--- src/verilog/sine_tone_consts.svh ---
/*
 * Widths, settings register addresses and CORDIC depth for the sine tone
 * generator. Include wherever these values are needed.
 */
`ifndef SINE_TONE_CONSTS_SVH
`define SINE_TONE_CONSTS_SVH

// Phase word, 65536 counts per full turn
`define TONE_PHASE_W 16

// Signed I and Q component width
`define TONE_COMP_W 16

`define TONE_LEN_W 16     // Packet length register

// Settings bus
`define TONE_SET_AW 8
`define TONE_SET_DW 32

// Register map
`define TONE_SR_FREQ      128   // Phase increment
`define TONE_SR_CARTESIAN 130   // Start vector, q high and i low
`define TONE_SR_ENABLE    132
`define TONE_SR_LEN       134   // Samples per packet

`define TONE_CORDIC_ITERS 14   // Micro-rotations after the quadrant stage

`endif

--- src/verilog/sine_tone_pkg.sv ---
/*
 * Shared types of the sine tone generator and the CORDIC arctangent table.
 * Used by the RTL and by the testbench reference model.
 */
`default_nettype none

`include "sine_tone_consts.svh"

package sine_tone_pkg;

  // Unsigned phase, a full turn is 2**TONE_PHASE_W
  typedef logic [`TONE_PHASE_W-1:0] phase_t;

  // Start vector and output sample share one layout
  typedef struct packed {
    logic signed [`TONE_COMP_W-1:0] q;   // Upper half of the bus word
    logic signed [`TONE_COMP_W-1:0] i;   // Lower half
  } iq_t;

  // Rounded atan(2**-n) in phase units
  localparam phase_t cordic_atan [0:`TONE_CORDIC_ITERS-1] = '{
    16'd8192, 16'd4836, 16'd2555, 16'd1297,
    16'd651,  16'd326,  16'd163,  16'd81,
    16'd41,   16'd20,   16'd10,   16'd5,
    16'd3,    16'd1
  };

endpackage

`default_nettype wire

--- src/verilog/tone_stream_if.sv ---
/*
 * Valid/ready stream with a last marker, one word of payload_t per transfer.
 * The source drives data, last and valid; the sink drives ready.
 */
`timescale 1ns/1ps
`default_nettype none

interface tone_stream_if #(
  parameter type payload_t = logic
) ();

  payload_t tdata;
  logic     tlast;   // Final word of a packet
  logic     tvalid;
  logic     tready;

  // Data and last held while valid waits for ready
  modport source (output tdata, output tlast, output tvalid, input tready);

  modport sink (input tdata, input tlast, input tvalid, output tready);

endinterface

`default_nettype wire

--- src/verilog/tone_settings.sv ---
/*
 * Settings bus register file for the tone generator.
 * A strobed write to a matching address updates its register on the next edge.
 */
`timescale 1ns/1ps
`default_nettype none

`include "sine_tone_consts.svh"

module tone_settings (
  input  wire                       clk,
  input  wire                       i_reset,
  input  wire                       i_set_stb,
  input  wire [`TONE_SET_AW-1:0]    i_set_addr,
  input  wire [`TONE_SET_DW-1:0]    i_set_data,
  output logic                      o_enable,
  output sine_tone_pkg::phase_t     o_phase_inc,
  output sine_tone_pkg::iq_t        o_start_vec,
  output logic [`TONE_LEN_W-1:0]    o_pkt_len
);

  import sine_tone_pkg::*;

  logic                   wr_freq;
  logic                   wr_cart;
  logic                   wr_enable;
  logic                   wr_len;
  logic [`TONE_LEN_W-1:0] len_data;

  // Address decode
  assign wr_freq   = i_set_stb && (i_set_addr == `TONE_SET_AW'(`TONE_SR_FREQ));
  assign wr_cart   = i_set_stb && (i_set_addr == `TONE_SET_AW'(`TONE_SR_CARTESIAN));
  assign wr_enable = i_set_stb && (i_set_addr == `TONE_SET_AW'(`TONE_SR_ENABLE));
  assign wr_len    = i_set_stb && (i_set_addr == `TONE_SET_AW'(`TONE_SR_LEN));

  assign len_data = i_set_data[`TONE_LEN_W-1:0];

  always_ff @(posedge clk) begin
    if (i_reset) begin
      o_enable    <= 1'b0;
      o_phase_inc <= '0;
      o_start_vec <= '0;
      o_pkt_len   <= `TONE_LEN_W'(1);
    end else begin
      if (wr_enable) begin
        o_enable <= i_set_data[0];
      end
      if (wr_freq) begin
        o_phase_inc <= i_set_data[`TONE_PHASE_W-1:0];
      end
      if (wr_cart) begin
        o_start_vec <= iq_t'(i_set_data[2*`TONE_COMP_W-1:0]);   // q high, i low
      end
      if (wr_len) begin
        // Zero length would never raise tlast
        o_pkt_len <= (len_data == '0) ? `TONE_LEN_W'(1) : len_data;
      end
    end
  end

endmodule

`default_nettype wire

--- src/verilog/phase_accum.sv ---
/*
 * Phase accumulator. Issues one phase per accepted sample, starting at zero
 * after reset or clear, with tlast on every packet-length-th sample.
 */
`timescale 1ns/1ps
`default_nettype none

`include "sine_tone_consts.svh"

module phase_accum (
  input  wire                       clk,
  input  wire                       i_reset,
  input  wire                       i_clear,
  input  wire                       i_enable,
  input  sine_tone_pkg::phase_t     i_phase_inc,
  input  wire [`TONE_LEN_W-1:0]     i_pkt_len,
  tone_stream_if.source             o_phase
);

  import sine_tone_pkg::*;

  phase_t                 phase_r;
  logic [`TONE_LEN_W-1:0] count_r;   // Samples sent in the current packet
  logic                   vld_r;
  logic                   xfer;
  logic                   last;

  assign xfer = vld_r && o_phase.tready;

  // Final sample of the packet
  assign last = (count_r == i_pkt_len - `TONE_LEN_W'(1));

  assign o_phase.tdata  = phase_r;
  assign o_phase.tlast  = last;
  assign o_phase.tvalid = vld_r;

  always_ff @(posedge clk) begin
    if (i_reset || i_clear) begin
      vld_r   <= 1'b0;
      phase_r <= '0;
      count_r <= '0;
    end else begin
      // Valid may only change once the pending sample is taken
      if (!vld_r || xfer) begin
        vld_r <= i_enable;
      end

      if (xfer) begin
        phase_r <= phase_r + i_phase_inc;   // Wraps modulo one turn
        if (last) begin
          count_r <= '0;
        end else begin
          count_r <= count_r + `TONE_LEN_W'(1);
        end
      end
    end
  end

endmodule

`default_nettype wire

--- src/verilog/cordic_rotator.sv ---
/*
 * Pipelined CORDIC that rotates the start vector by each incoming phase.
 * One quadrant stage, then one micro-rotation per stage; all stages stall together.
 */
`timescale 1ns/1ps
`default_nettype none

`include "sine_tone_consts.svh"

module cordic_rotator (
  input  wire                       clk,
  input  wire                       i_reset,
  input  sine_tone_pkg::iq_t        i_start_vec,
  tone_stream_if.sink               i_phase,
  tone_stream_if.source             o_sample
);

  import sine_tone_pkg::*;

  localparam int CW    = `TONE_COMP_W;
  localparam int PW    = `TONE_PHASE_W;
  localparam int IW    = `TONE_COMP_W + 2;   // Headroom for gain and quadrant
  localparam int ITERS = `TONE_CORDIC_ITERS;

  logic signed [IW-1:0] x_r [0:ITERS];
  logic signed [IW-1:0] y_r [0:ITERS];
  logic signed [PW-1:0] z_r [0:ITERS-1];   // Residual angle
  logic [ITERS:0]       vld_r;
  logic [ITERS:0]       last_r;

  logic                 advance;
  logic signed [IW-1:0] x_ext;
  logic signed [IW-1:0] y_ext;
  logic signed [IW-1:0] x_pre;
  logic signed [IW-1:0] y_pre;
  logic signed [PW-1:0] z_pre;

  // Clamp back to the output width
  function automatic logic signed [CW-1:0] sat(input logic signed [IW-1:0] v);
    logic all_ones;
    logic all_zeros;
    all_ones  = &v[IW-1:CW-1];
    all_zeros = ~|v[IW-1:CW-1];
    if (all_ones || all_zeros) begin
      return v[CW-1:0];
    end else if (v[IW-1]) begin
      return {1'b1, {(CW-1){1'b0}}};
    end else begin
      return {1'b0, {(CW-1){1'b1}}};
    end
  endfunction

  // Whole pipeline moves when the output slot frees up
  assign advance        = !vld_r[ITERS] || o_sample.tready;
  assign i_phase.tready = advance;

  // Quadrant pre-rotation from the top two phase bits
  always_comb begin
    x_ext = {{2{i_start_vec.i[CW-1]}}, i_start_vec.i};
    y_ext = {{2{i_start_vec.q[CW-1]}}, i_start_vec.q};
    z_pre = {2'b00, i_phase.tdata[PW-3:0]};   // Left within a quarter turn
    case (i_phase.tdata[PW-1 -: 2])
      2'd0: begin
        x_pre = x_ext;
        y_pre = y_ext;
      end
      2'd1: begin   // +90 degrees
        x_pre = -y_ext;
        y_pre = x_ext;
      end
      2'd2: begin
        x_pre = -x_ext;
        y_pre = -y_ext;
      end
      default: begin   // -90 degrees
        x_pre = y_ext;
        y_pre = -x_ext;
      end
    endcase
  end

  always_ff @(posedge clk) begin
    if (i_reset) begin
      vld_r <= '0;
    end else if (advance) begin
      vld_r <= {vld_r[ITERS-1:0], i_phase.tvalid};
    end
  end

  always_ff @(posedge clk) begin
    if (advance) begin
      x_r[0] <= x_pre;
      y_r[0] <= y_pre;
      z_r[0] <= z_pre;
      last_r <= {last_r[ITERS-1:0], i_phase.tlast};

      for (int n = 0; n < ITERS; n++) begin
        if (!z_r[n][PW-1]) begin   // Residual positive, turn counterclockwise
          x_r[n+1] <= x_r[n] - (y_r[n] >>> n);
          y_r[n+1] <= y_r[n] + (x_r[n] >>> n);
        end else begin
          x_r[n+1] <= x_r[n] + (y_r[n] >>> n);
          y_r[n+1] <= y_r[n] - (x_r[n] >>> n);
        end
      end

      // Last micro-rotation leaves no residual behind it
      for (int n = 0; n < ITERS - 1; n++) begin
        if (!z_r[n][PW-1]) begin
          z_r[n+1] <= z_r[n] - $signed(cordic_atan[n]);
        end else begin
          z_r[n+1] <= z_r[n] + $signed(cordic_atan[n]);
        end
      end
    end
  end

  assign o_sample.tdata.i = sat(x_r[ITERS]);
  assign o_sample.tdata.q = sat(y_r[ITERS]);
  assign o_sample.tlast   = last_r[ITERS];
  assign o_sample.tvalid  = vld_r[ITERS];

endmodule

`default_nettype wire

--- src/verilog/sine_tone.sv ---
/*
 * Sine tone generator top level. Settings bus in, I/Q sample stream out,
 * with q in the upper half of o_tdata and i in the lower half.
 */
`timescale 1ns/1ps
`default_nettype none

`include "sine_tone_consts.svh"

module sine_tone (
  input  wire                        clk,
  input  wire                        i_reset,
  input  wire                        i_clear,    // Restart phase and packet count
  input  wire                        i_set_stb,
  input  wire [`TONE_SET_AW-1:0]     i_set_addr,
  input  wire [`TONE_SET_DW-1:0]     i_set_data,
  output logic [2*`TONE_COMP_W-1:0]  o_tdata,
  output logic                       o_tlast,
  output logic                       o_tvalid,
  input  wire                        i_tready
);

  import sine_tone_pkg::*;

  logic                   enable;
  phase_t                 phase_inc;
  iq_t                    start_vec;
  logic [`TONE_LEN_W-1:0] pkt_len;

  tone_stream_if #(.payload_t(phase_t)) phase_s ();
  tone_stream_if #(.payload_t(iq_t))    sample_s ();

  tone_settings u_settings (
    .clk         (clk),
    .i_reset     (i_reset),
    .i_set_stb   (i_set_stb),
    .i_set_addr  (i_set_addr),
    .i_set_data  (i_set_data),
    .o_enable    (enable),
    .o_phase_inc (phase_inc),
    .o_start_vec (start_vec),
    .o_pkt_len   (pkt_len)
  );

  phase_accum u_phase_accum (
    .clk         (clk),
    .i_reset     (i_reset),
    .i_clear     (i_clear),
    .i_enable    (enable),
    .i_phase_inc (phase_inc),
    .i_pkt_len   (pkt_len),
    .o_phase     (phase_s.source)
  );

  cordic_rotator u_cordic (
    .clk         (clk),
    .i_reset     (i_reset),
    .i_start_vec (start_vec),
    .i_phase     (phase_s.sink),
    .o_sample    (sample_s.source)
  );

  // Output stream onto plain ports
  assign o_tdata         = sample_s.tdata;   // Packed as {q, i}
  assign o_tlast         = sample_s.tlast;
  assign o_tvalid        = sample_s.tvalid;
  assign sample_s.tready = i_tready;

endmodule

`default_nettype wire

--- config.mk ---
export PLATFORM = sky130hd
export DESIGN_NAME = sine_tone
export DESIGN_NICKNAME = d
export VERILOG_FILES = /design/src/verilog/sine_tone_pkg.sv /design/src/verilog/tone_stream_if.sv /design/src/verilog/tone_settings.sv /design/src/verilog/phase_accum.sv /design/src/verilog/cordic_rotator.sv /design/src/verilog/sine_tone.sv
export VERILOG_INCLUDE_DIRS = /design/src /design/src/verilog
export SDC_FILE = /design/constraint.sdc
export NUM_CORES = 2
export LEC_CHECK = 0
export BUFFER_PORTS_ARGS = -buffer_cell sky130_fd_sc_hd__clkbuf_2
export CORE_ASPECT_RATIO = 1.4
export CORE_MARGIN = 2
export CORE_UTILIZATION = 65
export CTS_CLUSTER_DIAMETER = 60
export CTS_CLUSTER_SIZE = 28
export DETAILED_ROUTE_END_ITERATION = 8
export PLACE_DENSITY = 0.82
export SLEW_MARGIN = 0
export SYNTH_ARGS = -nofsm -noshare
export SYNTH_HDL_FRONTEND = slang
export SYNTH_HIERARCHICAL = 1
export SYNTH_SLANG_ARGS = --single-unit
export TNS_END_PERCENT = 5
--- constraint.sdc ---
create_clock -name clk -period 12.14 [get_ports clk]
set_input_delay 3.035 -clock clk [delete_from_list [all_inputs] [get_ports clk]]
set_output_delay 3.035 -clock clk [all_outputs]
set_load 0.005 [all_outputs]
==> impl_metrics.tcl <==
set metrics [dict create \
    status "completed" \
    fin_crit_sh 0.683 \
    vias 48700 \
    report.final.slew_viol_count 0 \
    peakVddDrop_mv 0.166 \
    crit_required_ns 12.57 \
    drt-total-wl_um 146000 \
    register_area_mm2 0.0251 \
    core-area_mm2 0.0984 \
    clock_latency_ns 0.69 \
    drt_pass1_iterations 7 \
    worstPathMaxFanout 59 \
    max_freq_mhz 121 \
    vias_per_cell 6.14 \
    critPathKind "in2reg" \
    cpLargestDelayFamily "buffers and inverters" \
    cts_buffers 56 \
    min_period_ns 8.29 \
    die_h_um 377 \
    cap_violations 0 \
    ys_seq_area_frac 0.388 \
    layout_setup_ws_ns 3.85 \
    startpoint_type "input port" \
    cp.buffers_inverters 5 \
    grtUsageTotal 0.281 \
    p_leak_nw 28.9 \
    setup_viol 0 \
    fin_area_mm2 0.0682 \
    ant_nets 0 \
    ys_ff_latch 872 \
    clock_skew_ns 0.0356 \
    synth_cells 6537 \
    grt_pass1_wl_um 235000 \
    htreeDepth 2 \
    cts_root_buffer "clkbuf_16" \
    end_kind "flop" \
    gr-total-overflow 0 \
    yosys_warnings 6 \
    reg2reg_to "u_cordic/x_r[0][124]" \
    place_area_mm2 0.0662 \
    cp.depth 18 \
    placed_cells 7816 \
    start_util 0.656 \
    port_buffers 78 \
    grt_antenna_before_repair 2 \
    hold_depth 0 \
    hold_start "u_cordic/last_r[1]" \
    synthFlopType "edfxtp_1" \
    ctsLongestPathBuffers 3 \
    cts_hold_buf 0 \
    stdcell_count 7923 \
    worstMarginPinSlew_ns 1.15 \
    drive_gt1_frac 0.0419 \
    die-area_mm2 0.102 \
    clkSinkCount 872 \
    dp_hpwl_um 114000 \
    final.setup.tns_ns 0 \
    r2r_setup_slack_ns 5.92 \
    nFillCells 7414 \
    io_pins 79 \
    grt_max_degree 116 \
    rsz0062_at_grt "no" \
    preCtsSetupSlack_ns 3.26 \
    cp_slowest_cell "a2111oi_0" \
    grt_pass1_vias 48000 \
    yosysUniqueCellTypes 97 \
    r2r_start "u_cordic/vld_r[14]" \
    post_cts_buffers 0 \
    p_per_area_mw_per_mm2 324 \
    postSynthAreaPerCell_um2 9.87 \
    multi_input_comb_area_mm2 0.0378 \
    drt-initial-drc-count 2977 \
    cts_tree "built" \
    cpPeakStageDelay_ns 0.73 \
    routedWlPerCell_um 18.4 \
    syn_nets 7331 \
    post-route-util 0.694 \
    slew_headroom 0.231 \
    netlist_area_mm2 0.0645 \
    synth_edf_count 759 \
    holdPathEnd "u_cordic/last_r[2]" \
    die_w_um 270 \
    place_congestion 0.960 \
    syn_to_final_growth_pct 5.75 \
    cts_resized 0 \
    crit_chain "clkbuf_2 -> nor2b_4 -> buf_4 -> clkinv_2 -> buf_4 -> nand2_1 -> inv_1 -> nor2_1 -> xor2_1 -> ha_1 -> a21oi_1 -> o21ai_0 -> a2111oi_0 -> o31ai_1 -> a31oi_1 -> nand2b_1 -> a21oi_1 -> xor2_1" \
    cts.reportedPaths.clkPinSlew_ns 0.09 \
    hold_class "reg2reg" \
    fin_nets 7357 \
    arrival_ns 8.73 \
    fp-row-count 136 \
    reg2regPathDepth 17 \
    drcViolationCount 0 \
    hold_viol 0 \
    async_reset_ff_frac 0 \
]
power by group:
group	internal, mW	leakage, nW	switching (mW)	total [mW]
combinational	6.03	18.7	7.53	13.6
sequential	5.32	9.13	1.07	6.39
clock	1.01	1.00	1.16	2.17
cell usage after synthesis, types with 60 or more instances:
cell,count,area [um2]
a21o_1,230,1730
a21oi_1,689,3450
clkbuf_1,91,342
dfxtp_1,113,2260
edfxtp_1,759,22800
ha_1,709,8870
inv_1,315,1180
mux2i_1,92,921
nand2_1,408,1530
nand2b_1,213,1330
nand3_1,79,395
nor2_1,572,2150
nor2b_1,74,463
nor3_1,115,576
o21a_1,108,811
o21ai_0,294,1470
o21bai_1,68,510
o31ai_1,60,450
xnor2_1,576,5040
xor2_1,298,2610
layout make-up:
cell class / count / area share
tap: 1311 / 0.0240
sequential: 872 / 0.367
timing repair buffer: 95 / 0.00759
clock inverter: 44 / 0.00909
multi-input combinational: 5219 / 0.553
clock buffer: 62 / 0.0212
antenna: 1 / 0.0000367
inverter: 319 / 0.0176
placed cells by master (no fill, tap or decap), types with 230 or more instances in the layout:
master	synthesis	final
nand2_1	408	408
inv_1	315	303
edfxtp_1	759	759
xnor2_1	576	576
o21ai_0	294	294
a21oi_1	689	689
xor2_1	298	298
a21o_1	230	230
ha_1	709	709
nor2_1	572	572
per-stage QoR:
step	hold slack (ns)	power, mW
floorplan	0.400	16.5
detailed placement	0.405	19.8
finish	0.427	22.1
global placement	0.402	19.4
CTS	0.428	22.1
global route	0.432	23.9
worst max path at each step:
stage	startpoint	to	slack [ns]
4_1_cts	i_tready	u_cordic/x_r[0][124]	3.97
5_1_grt	i_tready	u_cordic/x_r[0][124]	3.46
2_1_floorplan	i_tready	u_phase_accum/count_r[15]	5.17
3_5_place_dp	i_tready	u_cordic/x_r[0][124]	3.26
6_report	i_tready	u_cordic/x_r[0][124]	3.85
3_3_place_gp	i_tready	u_cordic/x_r[0][124]	3.33
kinds of logic (layout without fill, tap and decap cells):
logic type / Yosys count / in the layout / synth area share
and+or+nand+nor: 1716 / 1716 / 0.128
buffers and inverters: 446 / 520 / 0.0268
xor gates and xnor gates: 874 / 874 / 0.119
muxes: 103 / 103 / 0.0165
other: 0 / 1 / 0
DFF: 872 / 872 / 0.388
adders and majority gates: 749 / 749 / 0.150
AOI/OAI and AO/OA: 1777 / 1777 / 0.172
sequential cells by signal, summed over array words and instances (netlist names), 16 cells and up:
name / cells
u_cordic/x_r: 270
u_cordic/y_r: 269
u_cordic/z_r: 205
u_phase_accum/count_r: 16
u_phase_accum/o_phase.tdata: 16
u_settings/o_phase_inc: 16
u_settings/o_pkt_len: 16
u_settings/o_start_vec: 32
per-layer routing:
metal | up-vias | track usage | share of wire
met2 | 1216 | 0.544 | 0.53
met5 | - | 0 | 0.000089
met1 | 23100 | 0.304 | 0.38
met3 | 449 | 0.0251 | 0.036
li1 | 23900 | - | -
met4 | 2 | 0.142 | 0.053
Power figures use the tool's default switching activity.
